**src/source/cache_pkg.sv**
```systemverilog
`default_nettype none

package cache_pkg;

	// ------------------------------------------------
	// Cache geometry
	localparam int ADDR_W         = 32;
	localparam int DATA_W         = 32;
	localparam int BYTES_PER_WORD = DATA_W / 8;
	localparam int LINE_WORDS     = 4;
	localparam int NUM_LINES      = 64;
	localparam int BYTE_OFS_W     = 2;
	localparam int WORD_OFS_W     = 2;
	localparam int INDEX_W        = 6;
	localparam int TAG_W          = ADDR_W - INDEX_W - WORD_OFS_W - BYTE_OFS_W;

	// Size code of a full-width transfer
	localparam logic [2:0] HSIZE_WORD = 3'd2;

	// ------------------------------------------------
	// Bus and store types
	typedef logic [ADDR_W-1:0]         addr_t;
	typedef logic [DATA_W-1:0]         word_t;
	typedef logic [7:0]                byte_t;
	typedef logic [BYTES_PER_WORD-1:0] strb_t;
	typedef logic [TAG_W-1:0]          tag_t;
	typedef logic [INDEX_W-1:0]        index_t;
	typedef logic [WORD_OFS_W-1:0]     beat_t;
	typedef logic [2:0]                hsize_t;
	typedef logic [1:0]                htrans_t;

	// AHB transfer types, BUSY is never issued
	localparam htrans_t HTRANS_IDLE = 2'b00;
	localparam htrans_t HTRANS_NSEQ = 2'b10;
	localparam htrans_t HTRANS_SEQ  = 2'b11;

	// One tag RAM entry
	typedef struct packed {
		logic valid;
		logic dirty;
		tag_t tag;
	} tag_entry_t;

	// ------------------------------------------------
	// Controller states
	// BURST states overlap a downstream data phase with the next address phase,
	// LAST states carry the final data phase only
	typedef enum logic [4:0] {
		IDLE,
		READ_CHECK,
		READ_CLEAN_BURST,
		READ_CLEAN_LAST,
		READ_FILL_BURST,
		READ_FILL_LAST,
		READ_DONE,
		WRITE_CHECK,
		WRITE_CLEAN_BURST,
		WRITE_CLEAN_LAST,
		WRITE_FILL_BURST,
		WRITE_FILL_LAST,
		WRITE_MODIFY,
		WRITE_DONE
	} cache_state_t;

endpackage

`default_nettype wire

```
**src/source/burst_addr_gen.sv**
```systemverilog
`timescale 1ns/1ps
`default_nettype none

module burst_addr_gen (
	input  wire                     clk,
	input  wire                     rst_n,
	input  wire                     dst_hready_resp,
	input  wire cache_pkg::htrans_t dst_htrans,
	input  wire cache_pkg::addr_t   req_addr,
	input  wire cache_pkg::addr_t   victim_addr,
	input  wire                     cleaning,
	output cache_pkg::addr_t        beat_addr,
	output cache_pkg::addr_t        beat_addr_dph,
	output logic                    last_beat,
	output logic                    beat_is_critical
);

	localparam int LINE_OFS_W = cache_pkg::WORD_OFS_W + cache_pkg::BYTE_OFS_W;
	localparam int BASE_W     = cache_pkg::ADDR_W - LINE_OFS_W;

	cache_pkg::beat_t  count;
	cache_pkg::beat_t  prev_count;
	cache_pkg::beat_t  req_beat;
	logic [BASE_W-1:0] req_base;
	logic [BASE_W-1:0] aph_base;
	logic              crit_q;

	assign req_beat = req_addr[cache_pkg::BYTE_OFS_W +: cache_pkg::WORD_OFS_W];
	assign req_base = req_addr[cache_pkg::ADDR_W-1 -: BASE_W];

	// Write-back walks the victim line, fill walks the requested line
	assign aph_base = cleaning ? victim_addr[cache_pkg::ADDR_W-1 -: BASE_W] : req_base;

	// ------------------------------------------------
	// Beat counter
	// Clean and fill run back to back, so the count wraps from the last clean
	// beat straight into the first fill beat
	always_ff @(posedge clk or negedge rst_n) begin
		if (!rst_n) begin
			count  <= '0;
			crit_q <= 1'b0;
		end else if (dst_hready_resp) begin
			if (dst_htrans == cache_pkg::HTRANS_IDLE) begin
				count  <= '0;
				crit_q <= 1'b0;
			end else begin
				count  <= count + 1'b1;
				// Next data phase carries the word the master asked for
				crit_q <= (count == req_beat);
			end
		end
	end

	// Data phase lags the address phase by one beat
	assign prev_count = count - 1'b1;

	assign beat_addr     = {aph_base, count, {cache_pkg::BYTE_OFS_W{1'b0}}};
	assign beat_addr_dph = {req_base, prev_count, {cache_pkg::BYTE_OFS_W{1'b0}}};

	assign last_beat        = &count;
	assign beat_is_critical = crit_q;

endmodule

`default_nettype wire

```
**config.mk**
```make
export PLATFORM = sky130hd
export DESIGN_NAME = burst_addr_gen
export DESIGN_NICKNAME = d
export VERILOG_FILES = /design/src/source/cache_pkg.sv /design/src/source/burst_addr_gen.sv
export SDC_FILE = /design/constraint.sdc
export NUM_CORES = 1
export LEC_CHECK = 0
export BUFFER_PORTS_ARGS = -buffer_cell sky130_fd_sc_hd__buf_4
export CAP_MARGIN = 20
export CORE_MARGIN = 1.5
export CORE_UTILIZATION = 26
export DETAILED_ROUTE_END_ITERATION = 8
export GPL_TIMING_DRIVEN = 0
export PLACE_DENSITY = 0.75
export RECOVER_POWER = 25
export SLEW_MARGIN = 20
export SYNTH_ARGS = -nofsm -noshare
export SYNTH_HDL_FRONTEND = slang
export SYNTH_SLANG_ARGS = --single-unit
```
**constraint.sdc**
```tcl
create_clock -name clk -period 0.98 [get_ports clk]
set_input_delay 0.196 -clock clk [delete_from_list [all_inputs] [get_ports clk]]
set_output_delay 0.196 -clock clk [all_outputs]
set_load 0.01 [all_outputs]
```
==> impl_metrics.csv, run 1 <==
group,metric,value,unit
synthesis,synth_most_common_cell,"buf_4",
synthesis,yosysTopAreaCellShare,0.357,
power,p_clk_frac,0.138,
clocking,htreeDepth,1,
synthesis,synth_ff_type,"dfrtp_1",
critical_path,cp_slowest_cell,"dfrtp_1",
critical_path,crit_path_end_kind,"output pin",
cells_and_area,fin_cells,261,
synthesis,synthSimpleGateAreaFrac,0,
critical_path,critPathMaxFanout,2,
synthesis,ys_ff_latch,3,
synthesis,synth_edf_count,0,
global_routing,grt_util_met1,0.176,
run,cap_violations,0,
timing,fin_crit,1.28,ns
timing,rsz0062_at_grt,"true",
global_routing,grt_start_max_net_pins,8,
clocking,cts_buffer_depth,2,
floorplan,core,0.00305,mm²
synthesis,synth_top_family_by_area,"multiplexers",
placement,dpl.cell_count,250,
floorplan,rows,20,
floorplan,dieArea,0.00359,mm²
cells_and_area,area_growth,150,%
timing,maxSlewViolCount,0,
clocking,clockRootBuffer,"clkbuf_4",
clocking,cts_sinks,3,
timing,setup_ws,-0.298,ns
synthesis,synthArstFlopShare,1.00,
run_status,status,"complete, but fails checks",
cells_and_area,fillCellCount,273,
cells_and_area,diodes,0,
global_routing,track_usage,0.180,
synthesis,muxShareOfSynthArea,0.475,
clocking,worstSkewPairLatency,0.23,ns
synthesis,yosys.area.top_type,"mux2_4",
timing,fmax,783,MHz
synthesis,yosys.area_share.adder,0.0149,
placement,portBuffers,124,
synthesis,ys_warn_count,0,
synthesis,syn_avg_cell_area,10.7,µm²
synthesis,netlist_area,842,µm²
global_routing,grt_pass1_wl,4760,µm
placement,gp_congestion,0.786,
clocking,cts_buffers,3,
power,ir_drop,0.000611,V
global_routing,grt_pass1_vias,964,
critical_path,crit_path_start_kind,"flip-flop",
power,sw_frac_of_total,0.311,
synthesis,synth_area_leaders,"mux2_4 36%, buf_4 29%, mux2_2 11%, dfrtp_1 8.9%, buf_12 4.8%",
critical_path,path_cells,"ha_1 > inv_1 > buf_4",
power,power_density,748,mW/mm²
synthesis,synth_xor_xnor_area_share,0.0208,
synthesis,seq_area_frac_synth,0.0892,
power,power_switching,0.000489,W
critical_path,worstSetupPathType,"reg2out",
power,power_frac_seq,0.105,
drt,initialDrtViolationCount,17,
critical_path,cp_num_buf_inv,2,
hold_path,hold_class,"in2reg",
drt,ant_nets,0,
drt,post_drt_wl_per_cell,12.6,µm
global_routing,grt-busiest-layer,"met2",
clocking,cts_tree,"yes",
cells_and_area,multi_input_area,509,µm²
drt,route.detailed.drc,0,
floorplan,die_h,59.9,µm
clocking,cts.clk_slew.worst_paths,0.04,ns
drt,viasPerCell,3.99,
synthesis,syn_inst,79,
timing,setup_viol,34,
timing,finClkSkew,0.00365,ns
synthesis,netlist-cell-type-count,14,
cells_and_area,area.sequential,75.1,µm²
drt,drt_pre_antenna_iters,4,
timing,hold_slack,0.180,ns
timing,setup_tns,-3.65,ns
cells_and_area,drive_gt1_frac,0.885,
critical_path,cp.arrival,1.08,ns
synthesis,yosys-top-cells-count,"32 x buf_4, 20 x mux2_4, 8 x mux2_2",
timing,hold_violations,0,
cells_and_area,nNetsFinal,289,
placement,hpwlAfterDp,2590,µm
global_routing,met2_usage,0.354,
power,power,0.00157,W
critical_path,crit_required,0.78,ns
critical_path,path_delay_family,"flip-flops",
critical_path,slowest_delay,0.38,ns
drt,vias,1042,
run_status,violations,"setup timing",
power,pwr-share-comb,0.758,
power,p_leak,1.19,nW
synthesis,synth_compound_area_frac,0.0312,
power,p_int,0.00108,W
floorplan,num_io_pins,136,
global_routing,antenna_found_initial,0,
global_routing,grt_use_met3,0.0563,
timing,period_share,1.30,
floorplan,initial_utilization,0.276,
floorplan,dieWidth,59.9,µm
drt,wl,3300,µm
global_routing,overflow,0,
==> registers in the layout (all words and copies together) (netlist names) <==
signal	count
beat_is_critical	1
count	2
==> cell families after synthesis <==
| kind of cell | Yosys count |
|---|---|
| compound gates | 4 |
| xor+xnor | 2 |
| fa+ha+maj | 1 |
| buf+inv | 39 |
| flops | 3 |
| mux | 29 |
| other cells | 1 |
==> placed cells by master (no fill, tap or decap), drive strengths merged <==
cell / count
mux2i: 1
clkbuf: 10
o211ai: 1
o32ai: 1
buf: 159
o21ai: 2
ha: 1
dfrtp: 3
conb: 4
xor2: 2
mux2: 28
dlygate4sd3: 1
inv: 4
==> final timing paths <==
path,start,endpoint,slack [ns],depth (start not counted)
worst min-delay path,dst_hready_resp,count[1],0.18,2
worst max register to register,count[1],count[1],-0.14,4
worst min register to register,beat_is_critical,beat_is_critical,0.55,2
worst max-delay path,count[1],beat_addr_dph[3],-0.30,3
min in group asynchronous,rst_n,count[1],0.31,2
max in group asynchronous,rst_n,count[0],0.52,2
==> stage by stage <==
step	instance area, µm²	utilization	worst slack, ns
2_1_floorplan	853	-	-0.0482
3_3_place_gp	1840	0.602	-0.170
3_5_place_dp	1840	0.602	-0.165
4_1_cts	2100	0.688	-0.305
5_1_grt	2100	0.689	-0.349
6_report	2100	0.689	-0.298
==> layer usage <==
layer / vias up / part of all wire
li1: 507 / -
met1: 482 / 0.31
met2: 51 / 0.61
met3: 2 / 0.082
met4: 0 / 0.0058
met5: - / 0
==> area by class of cell <==
type / count / share of cell area
tap: 44 / 0.0262
sequential: 3 / 0.0357
multi-input combinational: 40 / 0.242
buffer: 35 / 0.143
clock buffer: 4 / 0.0125
inverter: 4 / 0.00714
timing repair buffer: 131 / 0.533
==> power by group through the flow <==
| stage | clock, W | combinational [W] | sequential [W] |
|---|---|---|---|
| final | 0.000216 | 0.00119 | 0.000165 |
| after global placement | 0 | 0.000989 | 0.000174 |
| after CTS | 0.000232 | 0.00117 | 0.000162 |
| after detailed placement | 0 | 0.00100 | 0.000174 |
| after floorplan | 0 | 0.000451 | 0.000182 |
| after global routing | 0.000256 | 0.00127 | 0.000167 |
==> timing repair <==
item                       in CTS  in global routing
setup buffers                   3                  1
pin swaps                       2                  1
cloned                          2                  0
resized for setup              42                  3
setup endpoints to repair      34                 35
hold endpoints to repair        3                  0
hold buffers                    1                  0
(Power assumes the default switching activity.)
==> run 2, diff against run 1 <==
==> constraint.sdc (replaced) <==
create_clock -name clk -period 1.1 [get_ports clk]
set_input_delay 0.33 -clock clk [delete_from_list [all_inputs] [get_ports clk]]
set_output_delay 0.33 -clock clk [all_outputs]
set_load 0.01 [all_outputs]
==> run 2 against run 1 <==
Effect of this change:
- the run still ends with setup timing left
- die area unchanged
- sequential share of layout area down 0.082 points
- flip-flop and latch count is the same
- power is 7.2% lower
- final cell count is 0.77% higher
- hold slack better by 0.13 ns
- worst setup slack got worse by 0.0069 ns
- clock power decreased by 10%
- combinational power is 7% lower
- critical path depth is the same
==> impl_metrics.csv, run 2 (synthesis gave the netlist of run 1 again) <==
group,metric,value,unit
critical_path,crit_path_end_kind,"output pin",
timing,maxSlewViolCount,0,
hold_path,hold_class,"in2reg",
critical_path,reg2reg_slack,-0.02,ns
critical_path,r2r-start,"count[0]",
critical_path,cp.arrival,1.07,ns
drt,ant_nets,0,
drt,route.detailed.drc,0,
cells_and_area,design_area,0.00219,mm²
cells_and_area,final_common_cell,"buf_4",
timing,fmax,712,MHz
timing,setup_viol,34,
cells_and_area,layout_common_cells,"125 x buf_4, 34 x buf_6, 28 x mux2_4",
clocking,cts_sinks,3,
floorplan,die_h,59.9,µm
clocking,worstSkewPairLatency,0.23,ns
global_routing,overflow,0,
cells_and_area,area_growth,160,%
floorplan,rows,20,
power,ir_drop,0.000501,V
critical_path,critPathMaxFanout,2,
timing,rsz0062_at_grt,"true",
floorplan,initial_utilization,0.276,
placement,portBuffers,124,
critical_path,worstSetupPathType,"reg2out",
timing,fin_crit,1.40,ns
drt,post_drt_wl_per_cell,12.1,µm
cells_and_area,diodes,0,
clocking,cts_buffers,3,
critical_path,endpoint,"beat_addr_dph[3]",
global_routing,track_usage,0.171,
placement,gp_congestion,0.736,
cells_and_area,fillCellCount,250,
drt,drt_pre_antenna_iters,4,
cells_and_area,multi_input_area,514,µm²
critical_path,reg2reg_depth,4,
critical_path,crit_required,0.77,ns
placement,hpwlAfterDp,2490,µm
drt,viasPerCell,4.01,
drt,vias,1055,
cells_and_area,nNetsFinal,291,
drt,wl,3190,µm
clocking,cts_tree,"yes",
floorplan,dieWidth,59.9,µm
run,cap_violations,0,
clocking,htreeDepth,1,
drt,initialDrtViolationCount,17,
timing,period_share,1.28,
cells_and_area,largest_reg_flops,2,
timing,setup_ws,-0.305,ns
timing,finClkSkew,0.00540,ns
cells_and_area,regMostFlops,"count",
power,power_density,667,mW/mm²
global_routing,antenna_found_initial,0,
floorplan,dieArea,0.00359,mm²
clocking,cts.clk_slew.worst_paths,0.04,ns
floorplan,num_io_pins,136,
critical_path,r2r_end,"beat_is_critical",
global_routing,grt_pass1_vias,995,
cells_and_area,area.sequential,76.3,µm²
power,p_leak,1.23,nW
run_status,violations,"setup timing",
placement,place_area,0.00185,mm²
global_routing,grt_pass1_wl,4590,µm
timing,hold_violations,0,
placement,dpl.cell_count,250,
cells_and_area,drive_gt1_frac,0.918,
clocking,cts_buffer_depth,2,
critical_path,crit_path_start_kind,"flip-flop",
floorplan,core,0.00305,mm²
global_routing,grt_start_max_net_pins,8,
clocking,clockRootBuffer,"clkbuf_4",
run_status,status,"complete, but fails checks",
cells_and_area,fin_cells,263,
critical_path,startpoint,"count[1]",
-- run 2: repair_timing --
item	CTS	global route
endpoints found under the setup margin	33	34
pin swaps	1	1
buffers inserted	5	1
gates cloned	2	0
hold endpoints to repair	3	0
hold buffers	1	0
resized for setup	44	5
-- run 2: final cells by class --
type                    instances  share of cell area
flip-flops and latches          3              0.0349
inverters                       4             0.00801
plain buffers                  35               0.141
well taps                      44              0.0252
repair buffers                133               0.544
multi-input cells              40               0.235
clock buffers                   4              0.0120
-- run 2: per-layer routing --
layer  GRT usage  wire, µm  up-vias
li1            -         -      514
met1       0.165       999      480
met2       0.345      1890       55
met3      0.0368       245        6
met4      0.0603        59        0
met5           0         0        -
-- run 2: power breakdown --
| part | internal, W | leakage [nW] | switching, W |
|---|---|---|---|
| Sequential | 0.000134 | 0.0367 | 0.0000210 |
| Clock | 0.000136 | 0.0150 | 0.0000581 |
| Combinational | 0.000739 | 1.18 | 0.000371 |
-- run 2: worst min path at each step --
stage	startpoint	end	slack [ns]	cells past startpoint
floorplan	rst_n	beat_is_critical	0.03	0
global placement	rst_n	beat_is_critical	0.12	1
detailed placement	rst_n	beat_is_critical	0.12	1
CTS	dst_hready_resp	count[0]	0.30	2
global route	dst_hready_resp	count[0]	0.30	2
finish	dst_hready_resp	count[0]	0.31	2
-- run 2: stage by stage --
stage	hold slack (ns)	power, W	setup TNS [ns]	utilization	setup slack, ns
after global placement	0.123	0.00103	-6.60	0.605	-0.272
after detailed placement	0.123	0.00105	-6.66	0.605	-0.274
final	0.306	0.00146	-8.09	0.716	-0.305
after global routing	0.299	0.00155	-8.69	0.716	-0.329
after CTS	0.298	0.00144	-7.91	0.709	-0.293
after floorplan	0.0344	0.000571	-2.80	-	-0.128
-- run 2: critical path, stage by stage (launching register included) --
cell and delay [ns]:
dfrtp_2 0.42, ha_4 0.28, inv_2 0.04, buf_6 0.11
