--- src/source/cache_pkg.sv ---
`default_nettype none

package cache_pkg;

	// ------------------------------------------------
	// Cache geometry
	localparam int ADDR_W         = 32;
	localparam int DATA_W         = 32;
	localparam int BYTES_PER_WORD = DATA_W / 8;
	localparam int LINE_WORDS     = 4;
	localparam int NUM_LINES      = 64;
	localparam int BYTE_OFS_W     = 2;
	localparam int WORD_OFS_W     = 2;
	localparam int INDEX_W        = 6;
	localparam int TAG_W          = ADDR_W - INDEX_W - WORD_OFS_W - BYTE_OFS_W;

	// Size code of a full-width transfer
	localparam logic [2:0] HSIZE_WORD = 3'd2;

	// ------------------------------------------------
	// Bus and store types
	typedef logic [ADDR_W-1:0]         addr_t;
	typedef logic [DATA_W-1:0]         word_t;
	typedef logic [7:0]                byte_t;
	typedef logic [BYTES_PER_WORD-1:0] strb_t;
	typedef logic [TAG_W-1:0]          tag_t;
	typedef logic [INDEX_W-1:0]        index_t;
	typedef logic [WORD_OFS_W-1:0]     beat_t;
	typedef logic [2:0]                hsize_t;
	typedef logic [1:0]                htrans_t;

	// AHB transfer types, BUSY is never issued
	localparam htrans_t HTRANS_IDLE = 2'b00;
	localparam htrans_t HTRANS_NSEQ = 2'b10;
	localparam htrans_t HTRANS_SEQ  = 2'b11;

	// One tag RAM entry
	typedef struct packed {
		logic valid;
		logic dirty;
		tag_t tag;
	} tag_entry_t;

	// ------------------------------------------------
	// Controller states
	// BURST states overlap a downstream data phase with the next address phase,
	// LAST states carry the final data phase only
	typedef enum logic [4:0] {
		IDLE,
		READ_CHECK,
		READ_CLEAN_BURST,
		READ_CLEAN_LAST,
		READ_FILL_BURST,
		READ_FILL_LAST,
		READ_DONE,
		WRITE_CHECK,
		WRITE_CLEAN_BURST,
		WRITE_CLEAN_LAST,
		WRITE_FILL_BURST,
		WRITE_FILL_LAST,
		WRITE_MODIFY,
		WRITE_DONE
	} cache_state_t;

endpackage

`default_nettype wire

--- src/source/cache_mem_if.sv ---
`timescale 1ns/1ps
`default_nettype none

interface cache_mem_if;

	// Tag port controls
	cache_pkg::addr_t tag_addr;
	logic             tag_ren;
	logic             tag_wen;
	logic             tag_wvalid;
	logic             tag_wdirty;

	// Data port controls
	cache_pkg::addr_t data_addr;
	logic             data_ren;
	cache_pkg::strb_t data_wen;
	cache_pkg::word_t wdata;

	// Results, valid the cycle after a read and held until the next one
	logic             hit;
	logic             dirty;
	cache_pkg::addr_t victim_addr;
	cache_pkg::word_t rdata;

	// Controller side
	modport ctrl (
		output tag_addr, tag_ren, tag_wen, tag_wvalid, tag_wdirty,
		output data_addr, data_ren, data_wen, wdata,
		input  hit, dirty, victim_addr, rdata
	);

	// Store side
	modport store (
		input  tag_addr, tag_ren, tag_wen, tag_wvalid, tag_wdirty,
		input  data_addr, data_ren, data_wen, wdata,
		output hit, dirty, victim_addr, rdata
	);

endinterface

`default_nettype wire

--- src/source/cache_fsm.sv ---
`timescale 1ns/1ps
`default_nettype none

module cache_fsm (
	input  wire                     clk,
	input  wire                     rst_n,
	// Upstream AHB-Lite slave
	input  wire cache_pkg::addr_t   src_haddr,
	input  wire                     src_hwrite,
	input  wire cache_pkg::htrans_t src_htrans,
	input  wire cache_pkg::hsize_t  src_hsize,
	input  wire cache_pkg::word_t   src_hwdata,
	output logic                    src_hready_resp,
	output cache_pkg::word_t        src_hrdata,
	// Downstream AHB-Lite master
	output cache_pkg::addr_t        dst_haddr,
	output cache_pkg::htrans_t      dst_htrans,
	output logic                    dst_hwrite,
	output cache_pkg::word_t        dst_hwdata,
	input  wire                     dst_hready_resp,
	input  wire cache_pkg::word_t   dst_hrdata,
	// Store and burst counter
	cache_mem_if.ctrl               mem,
	input  wire cache_pkg::addr_t   beat_addr,
	input  wire cache_pkg::addr_t   beat_addr_dph,
	input  wire                     last_beat,
	input  wire                     beat_is_critical,
	output cache_pkg::addr_t        req_addr,
	output logic                    cleaning
);

	cache_pkg::cache_state_t state;
	cache_pkg::cache_state_t state_next;
	cache_pkg::cache_state_t accept_next;
	cache_pkg::hsize_t       req_size;
	cache_pkg::word_t        crit_word;
	cache_pkg::strb_t        byte_mask;
	logic                    src_aphase;
	logic                    in_check;
	logic                    in_fill;
	logic                    fill_beat;
	logic                    fill_last;
	logic                    write_hit;
	logic                    modify;

	// ------------------------------------------------
	// Upstream decode
	// NSEQ and SEQ both have bit 1 set
	assign src_aphase  = src_htrans[1] && src_hready_resp;
	assign accept_next = !src_aphase ? cache_pkg::IDLE :
		src_hwrite ? cache_pkg::WRITE_CHECK : cache_pkg::READ_CHECK;

	always_ff @(posedge clk or negedge rst_n) begin
		if (!rst_n) begin
			req_addr <= '0;
			req_size <= '0;
		end else if (src_aphase) begin
			req_addr <= src_haddr;
			req_size <= src_hsize;
		end
	end

	// State groups
	assign in_check  = (state == cache_pkg::READ_CHECK) || (state == cache_pkg::WRITE_CHECK);
	assign fill_last = (state == cache_pkg::READ_FILL_LAST) ||
		(state == cache_pkg::WRITE_FILL_LAST);
	assign in_fill   = fill_last || (state == cache_pkg::READ_FILL_BURST) ||
		(state == cache_pkg::WRITE_FILL_BURST);
	assign fill_beat = in_fill && dst_hready_resp;
	assign write_hit = (state == cache_pkg::WRITE_CHECK) && mem.hit;
	assign modify    = write_hit || (state == cache_pkg::WRITE_MODIFY);

	// Write-back address phases, dirty miss in CHECK opens the burst
	assign cleaning = (in_check && !mem.hit && mem.dirty) ||
		(state == cache_pkg::READ_CLEAN_BURST) || (state == cache_pkg::WRITE_CLEAN_BURST);

	// ------------------------------------------------
	// State machine
	always_comb begin
		state_next = state;
		case (state)
			cache_pkg::IDLE,
			cache_pkg::READ_DONE,
			cache_pkg::WRITE_DONE: state_next = accept_next;
			cache_pkg::READ_CHECK: begin
				if (mem.hit) begin
					state_next = accept_next;
				end else if (dst_hready_resp) begin
					state_next = mem.dirty ? cache_pkg::READ_CLEAN_BURST :
						cache_pkg::READ_FILL_BURST;
				end
			end
			cache_pkg::READ_CLEAN_BURST: begin
				if (dst_hready_resp && last_beat) state_next = cache_pkg::READ_CLEAN_LAST;
			end
			cache_pkg::READ_CLEAN_LAST: begin
				if (dst_hready_resp) state_next = cache_pkg::READ_FILL_BURST;
			end
			cache_pkg::READ_FILL_BURST: begin
				if (dst_hready_resp && last_beat) state_next = cache_pkg::READ_FILL_LAST;
			end
			cache_pkg::READ_FILL_LAST: begin
				if (dst_hready_resp) state_next = cache_pkg::READ_DONE;
			end
			cache_pkg::WRITE_CHECK: begin
				if (mem.hit) begin
					state_next = cache_pkg::WRITE_DONE;
				end else if (dst_hready_resp) begin
					state_next = mem.dirty ? cache_pkg::WRITE_CLEAN_BURST :
						cache_pkg::WRITE_FILL_BURST;
				end
			end
			cache_pkg::WRITE_CLEAN_BURST: begin
				if (dst_hready_resp && last_beat) state_next = cache_pkg::WRITE_CLEAN_LAST;
			end
			cache_pkg::WRITE_CLEAN_LAST: begin
				if (dst_hready_resp) state_next = cache_pkg::WRITE_FILL_BURST;
			end
			cache_pkg::WRITE_FILL_BURST: begin
				if (dst_hready_resp && last_beat) state_next = cache_pkg::WRITE_FILL_LAST;
			end
			cache_pkg::WRITE_FILL_LAST: begin
				if (dst_hready_resp) state_next = cache_pkg::WRITE_MODIFY;
			end
			// Fresh line is in, merge the pending bytes
			cache_pkg::WRITE_MODIFY: state_next = cache_pkg::WRITE_DONE;
			default: state_next = cache_pkg::IDLE;
		endcase
	end

	always_ff @(posedge clk or negedge rst_n) begin
		if (!rst_n) begin
			state <= cache_pkg::IDLE;
		end else begin
			state <= state_next;
		end
	end

	// ------------------------------------------------
	// Store steering
	// Byte lanes of the held write
	always_comb begin
		case (req_size)
			3'd0:                 byte_mask = 4'b0001 << req_addr[1:0];
			3'd1:                 byte_mask = 4'b0011 << req_addr[1:0];
			cache_pkg::HSIZE_WORD: byte_mask = 4'b1111;
			default:              byte_mask = 4'b1111;
		endcase
	end

	// Live address only while a new address phase can be taken
	assign mem.tag_addr = src_hready_resp ? src_haddr : req_addr;
	assign mem.tag_ren  = src_aphase;

	// Line is invalid until its last fill beat lands
	assign mem.tag_wen    = write_hit || fill_beat || (state == cache_pkg::WRITE_MODIFY);
	assign mem.tag_wvalid = modify || fill_last;
	assign mem.tag_wdirty = modify;

	assign mem.data_addr = cleaning ? beat_addr :
		in_fill  ? beat_addr_dph :
		modify   ? req_addr : src_haddr;

	// Write-back words are read one beat ahead of their data phase
	assign mem.data_ren = (src_aphase && !src_hwrite) || (cleaning && dst_hready_resp);
	assign mem.data_wen = fill_beat ? 4'b1111 : modify ? byte_mask : 4'b0000;
	assign mem.wdata    = modify ? src_hwdata : dst_hrdata;

	// ------------------------------------------------
	// Downstream request
	always_comb begin
		if ((in_check && !mem.hit) || (state == cache_pkg::READ_CLEAN_LAST) ||
			(state == cache_pkg::WRITE_CLEAN_LAST)) begin
			dst_htrans = cache_pkg::HTRANS_NSEQ;
		end else if ((state == cache_pkg::READ_CLEAN_BURST) ||
			(state == cache_pkg::WRITE_CLEAN_BURST) ||
			(state == cache_pkg::READ_FILL_BURST) ||
			(state == cache_pkg::WRITE_FILL_BURST)) begin
			dst_htrans = cache_pkg::HTRANS_SEQ;
		end else begin
			dst_htrans = cache_pkg::HTRANS_IDLE;
		end
	end

	assign dst_haddr  = beat_addr;
	assign dst_hwrite = cleaning;
	// Store read data holds through wait states
	assign dst_hwdata = mem.rdata;

	// ------------------------------------------------
	// Upstream response
	// Requested word caught on its way into the line
	always_ff @(posedge clk) begin
		if (fill_beat && beat_is_critical) begin
			crit_word <= dst_hrdata;
		end
	end

	assign src_hrdata = (state == cache_pkg::READ_DONE) ? crit_word : mem.rdata;

	assign src_hready_resp = (state == cache_pkg::IDLE) ||
		((state == cache_pkg::READ_CHECK) && mem.hit) ||
		(state == cache_pkg::READ_DONE) ||
		(state == cache_pkg::WRITE_DONE);

endmodule

`default_nettype wire

--- src/flat_wrapper.sv ---
// flat-port wrapper written by rule: the top's interface ports become plain ports
module cache_fsm_flat 
  (clk, rst_n, src_haddr, src_hwrite, src_htrans, src_hsize, src_hwdata, src_hready_resp, src_hrdata, dst_haddr, dst_htrans, dst_hwrite, dst_hwdata, dst_hready_resp, dst_hrdata, beat_addr, beat_addr_dph, last_beat, beat_is_critical, req_addr, cleaning, mem_tag_addr, mem_tag_ren, mem_tag_wen, mem_tag_wvalid, mem_tag_wdirty, mem_data_addr, mem_data_ren, mem_data_wen, mem_wdata, mem_hit, mem_dirty, mem_victim_addr, mem_rdata);
  cache_mem_if mem_i ();
  input  wire clk;
  input  wire rst_n;
  input  wire cache_pkg::addr_t src_haddr;
  input  wire src_hwrite;
  input  wire cache_pkg::htrans_t src_htrans;
  input  wire cache_pkg::hsize_t src_hsize;
  input  wire cache_pkg::word_t src_hwdata;
  output logic src_hready_resp;
  output cache_pkg::word_t src_hrdata;
  output cache_pkg::addr_t dst_haddr;
  output cache_pkg::htrans_t dst_htrans;
  output logic dst_hwrite;
  output cache_pkg::word_t dst_hwdata;
  input  wire dst_hready_resp;
  input  wire cache_pkg::word_t dst_hrdata;
  input  wire cache_pkg::addr_t beat_addr;
  input  wire cache_pkg::addr_t beat_addr_dph;
  input  wire last_beat;
  input  wire beat_is_critical;
  output cache_pkg::addr_t req_addr;
  output logic cleaning;
  output wire logic [$bits(mem_i.tag_addr)-1:0] mem_tag_addr;
  output wire logic [$bits(mem_i.tag_ren)-1:0] mem_tag_ren;
  output wire logic [$bits(mem_i.tag_wen)-1:0] mem_tag_wen;
  output wire logic [$bits(mem_i.tag_wvalid)-1:0] mem_tag_wvalid;
  output wire logic [$bits(mem_i.tag_wdirty)-1:0] mem_tag_wdirty;
  output wire logic [$bits(mem_i.data_addr)-1:0] mem_data_addr;
  output wire logic [$bits(mem_i.data_ren)-1:0] mem_data_ren;
  output wire logic [$bits(mem_i.data_wen)-1:0] mem_data_wen;
  output wire logic [$bits(mem_i.wdata)-1:0] mem_wdata;
  input wire logic [$bits(mem_i.hit)-1:0] mem_hit;
  input wire logic [$bits(mem_i.dirty)-1:0] mem_dirty;
  input wire logic [$bits(mem_i.victim_addr)-1:0] mem_victim_addr;
  input wire logic [$bits(mem_i.rdata)-1:0] mem_rdata;
  assign mem_tag_addr = mem_i.tag_addr;
  assign mem_tag_ren = mem_i.tag_ren;
  assign mem_tag_wen = mem_i.tag_wen;
  assign mem_tag_wvalid = mem_i.tag_wvalid;
  assign mem_tag_wdirty = mem_i.tag_wdirty;
  assign mem_data_addr = mem_i.data_addr;
  assign mem_data_ren = mem_i.data_ren;
  assign mem_data_wen = mem_i.data_wen;
  assign mem_wdata = mem_i.wdata;
  assign mem_i.hit = mem_hit;
  assign mem_i.dirty = mem_dirty;
  assign mem_i.victim_addr = mem_victim_addr;
  assign mem_i.rdata = mem_rdata;
  cache_fsm u_core (.clk(clk), .rst_n(rst_n), .src_haddr(src_haddr), .src_hwrite(src_hwrite), .src_htrans(src_htrans), .src_hsize(src_hsize), .src_hwdata(src_hwdata), .src_hready_resp(src_hready_resp), .src_hrdata(src_hrdata), .dst_haddr(dst_haddr), .dst_htrans(dst_htrans), .dst_hwrite(dst_hwrite), .dst_hwdata(dst_hwdata), .dst_hready_resp(dst_hready_resp), .dst_hrdata(dst_hrdata), .mem(mem_i), .beat_addr(beat_addr), .beat_addr_dph(beat_addr_dph), .last_beat(last_beat), .beat_is_critical(beat_is_critical), .req_addr(req_addr), .cleaning(cleaning));
endmodule
--- config.mk ---
export PLATFORM = sky130hd
export DESIGN_NAME = cache_fsm_flat
export DESIGN_NICKNAME = d
export VERILOG_FILES = /design/src/source/cache_pkg.sv /design/src/source/cache_mem_if.sv /design/src/source/cache_fsm.sv /design/src/flat_wrapper.sv
export SDC_FILE = /design/constraint.sdc
export NUM_CORES = 1
export LEC_CHECK = 0
export BUFFER_PORTS_ARGS = -buffer_cell sky130_fd_sc_hd__buf_2
export CAP_MARGIN = 20
export CORE_AREA = 2 2 184 186
export CTS_CLUSTER_SIZE = 30
export DETAILED_ROUTE_END_ITERATION = 7
export DIE_AREA = 0 0 186 188
export SYNTH_ARGS = -nofsm -noshare
export SYNTH_HDL_FRONTEND = slang
export SYNTH_SLANG_ARGS = --single-unit
--- constraint.sdc ---
create_clock -name clk -period 2.9 [get_ports clk]
set_clock_uncertainty 0.1 [all_clocks]
set_input_delay 0.58 -clock clk [delete_from_list [all_inputs] [get_ports clk]]
set_output_delay 0.58 -clock clk [all_outputs]
set_load 0.05 [all_outputs]
==> flow_summary.ini <==
[floorplanning]
rows = 67
dieHeight_um = 188
core_um2 = 33100
start_util_pct = 16.7
dieArea_um2 = 35000
num_io_pins = 475
fp.dieW_um = 186

[setup_path]
crit_chain = buf_6, nor4bb_4, a311o_2, buf_8, buf_12, mux2_4, buf_6
cp.required_ns = 2.22
worst_setup_path_start_kind = flop
crit_path_frequent_cell = buf_6
crit_family = buffers and inverters
crit_type = reg2out
critPathMaxStageDelay_ns = 0.48
crit_path_max_fanout = 7
worstPathBufferInverterCount = 4
crit_arrival_ns = 2.32
cp_slowest_cell = dfrtp_2
crit_path_end_kind = primary output

[power]
power_density_nw_per_um2 = 1510
leakagePower_nw = 4.89
power.total_mw = 15.6
vdd_drop_max_uv = 1190

[detailed_routing]
wl_per_cell_um = 20.5
drt_iter0_markers = 337
antenna_left = 0
via_count = 6142
viasPerCell = 4.30
firstDrtPassIters = 5
drt_wl_total_mm = 29.3
drc = 0

[sta]
finalWorstSetupSlack_ns = -0.101
grt_setup_unrepaired = yes
fin_crit_ns = 3.00
timing.final.crit_share_pct = 103
max_freq_ghz = 0.333
finalHoldViolations = 0
setup_violations = 43
fin_hold_ws_ns = 0.275
relSlewSlack_pct = 36.0
tightestPinTransition_ns = 0.961
slew_viol_final = 0

[global_routing]
grt_pass1_vias = 5752
grt_pass1_wl_mm = 35.8
grt-ovfl-total = 0
grt_max_degree = 40
grt.total_usage_pct = 14.3
antenna_found_initial = 5

[synthesis]
synth-edff-count = 32
syn_area_per_cell_um2 = 9.99
syn_inst = 554
syn_area_um2 = 5530
synth-seq-area-share_pct = 35.0
yosys_warnings = 0
async_reset_ff_share_pct = 54.9
synthesis.nets = 791
ys_types = 45
synth_top_area_cell = dfrtp_1
yosys_most_used_dff = dfrtp_1
synthTopCellsByArea = dfrtp_1 (18%), edfxtp_1 (17%), mux2_2 (14%)
synth_common_cells = nand2_1 (107), mux2_2 (69), buf_4 (68), o21ai_0 (41), dfrtp_1 (39)
synth_top_cell_area_share_pct = 17.6
synth_seq_cells = 71
yosysMostFrequentCell = nand2_1

[cts]
worstSkewPairLatency_ns = 0.34
cts_made_buffers = 9
cts_tree = built
cts_hold_buf = 0
clkTransAtPathRegs_ns = 0.07
clk_path_buf_depth = 2
htreeDepth = 3
root_buffer = clkbuf_16
numClockSinks = 71

[layout]
area_growth_pct = 86.5
nNetsFinal = 1209
drive_above_1_share_pct = 73.2

[min_path]
hold_path.class = in2async

[placement]
port_buffers = 441
hpwl_mm = 19.1
place_ws_ns = -0.0979
gp_congestion = 0.824

[run_status]
violations = setup timing
status = finished with violations

[flow_run]
cap_violations = 0
## power breakdown
group          internal, mW  leakage [nW]  switching, mW  total (mW)
registers              1.40         0.748          0.388        1.79
clock network         0.605         0.132          0.510        1.11
logic                  4.94          4.01           7.78        12.7
## registers in the layout, indices dropped and copies added, names as in the netlist
name / flops
u_core.crit_word: 32
u_core.req_addr: 32
u_core.req_size: 3
u_core.state: 4
## logic make-up after synthesis
group	count (synthesis)	synth area share (%)
AO/OA/AOI/OAI	94	11.2
AND/OR/NAND/NOR	143	11.4
multiplexers	135	28.6
buffers and inverters	109	13.4
XOR/XNOR	2	0.317
flip-flops	71	35.0
## stage by stage
step / instance area, um^2 / cells / TNS [ns] / utilization, %
floorplan: 5560 / 554 / -17.68 / -
finish: 10300 / 1427 / -2.22 / 31.2
global placement: 8020 / 1372 / -0.557 / 24.2
global route: 10300 / 1426 / -10.66 / 31.2
detailed placement: 8020 / 1372 / -0.812 / 24.2
CTS: 9190 / 1407 / -2.07 / 27.8
## layer usage
layer | share of wire [%] | wire length, um | track usage [%]
met2 | 52 | 15200 | 26.1
met3 | 7.2 | 2110 | 3.22
met5 | 0.038 | 11 | 0
met1 | 38 | 11200 | 16.1
met4 | 2.9 | 860 | 5.24
## path summary, 6_finish.rpt
| path | from | endpoint | slack, ns | cells after the start |
|---|---|---|---|---|
| worst max-delay path | u_core.state[1]$_DFFE_PN0P_ | mem_tag_addr[24] | -0.10 | 7 |
| worst min-delay path | rst_n | u_core.req_addr[22]$_DFFE_PN0N_ | 0.27 | 1 |
| worst max register to register | u_core.state[1]$_DFFE_PN0P_ | u_core.req_addr[31]$_DFFE_PN0N_ | 0.46 | 8 |
| worst min register to register | u_core.req_size[0]$_DFFE_PN0N_ | u_core.req_size[0]$_DFFE_PN0N_ | 0.42 | 1 |
| max in group asynchronous | rst_n | u_core.state[3]$_DFFE_PN0P_ | 1.74 | 1 |
| min in group clk | dst_hrdata[30] | u_core.crit_word[30]$_DFFE_PP_ | 0.32 | 1 |
## cell usage in the layout (no fill, tap or decap), types with 21 or more instances in the layout
cell type  count
nand2_2       29
buf_8         42
mux2i_1       26
nand2_1       77
mux2_4        74
buf_6         69
buf_4         63
o21ai_2       21
dfrtp_1       35
mux2_2        24
a22oi_1       29
edfxtp_1      32
buf_2        306
## final cells by class
| cell class | instances | area [um^2] |
|---|---|---|
| timing repair buffer | 512 | 4130 |
| inverter | 4 | 30.0 |
| multi-input combinational | 374 | 3380 |
| antenna | 2 | 5.00 |
| clock buffer | 11 | 243 |
| fill | 3365 | 22800 |
| tap | 448 | 561 |
| clock inverter | 5 | 32.5 |
| sequential | 71 | 1940 |
## timing repair
action	4_1_cts	5_1_grt
hold endpoints to repair	0	0
endpoints found under the setup margin	135	136
resized for setup	228	274
cloned	7	10
buffers inserted	12	8
pin swaps	6	5
(Power assumes the default switching activity.)
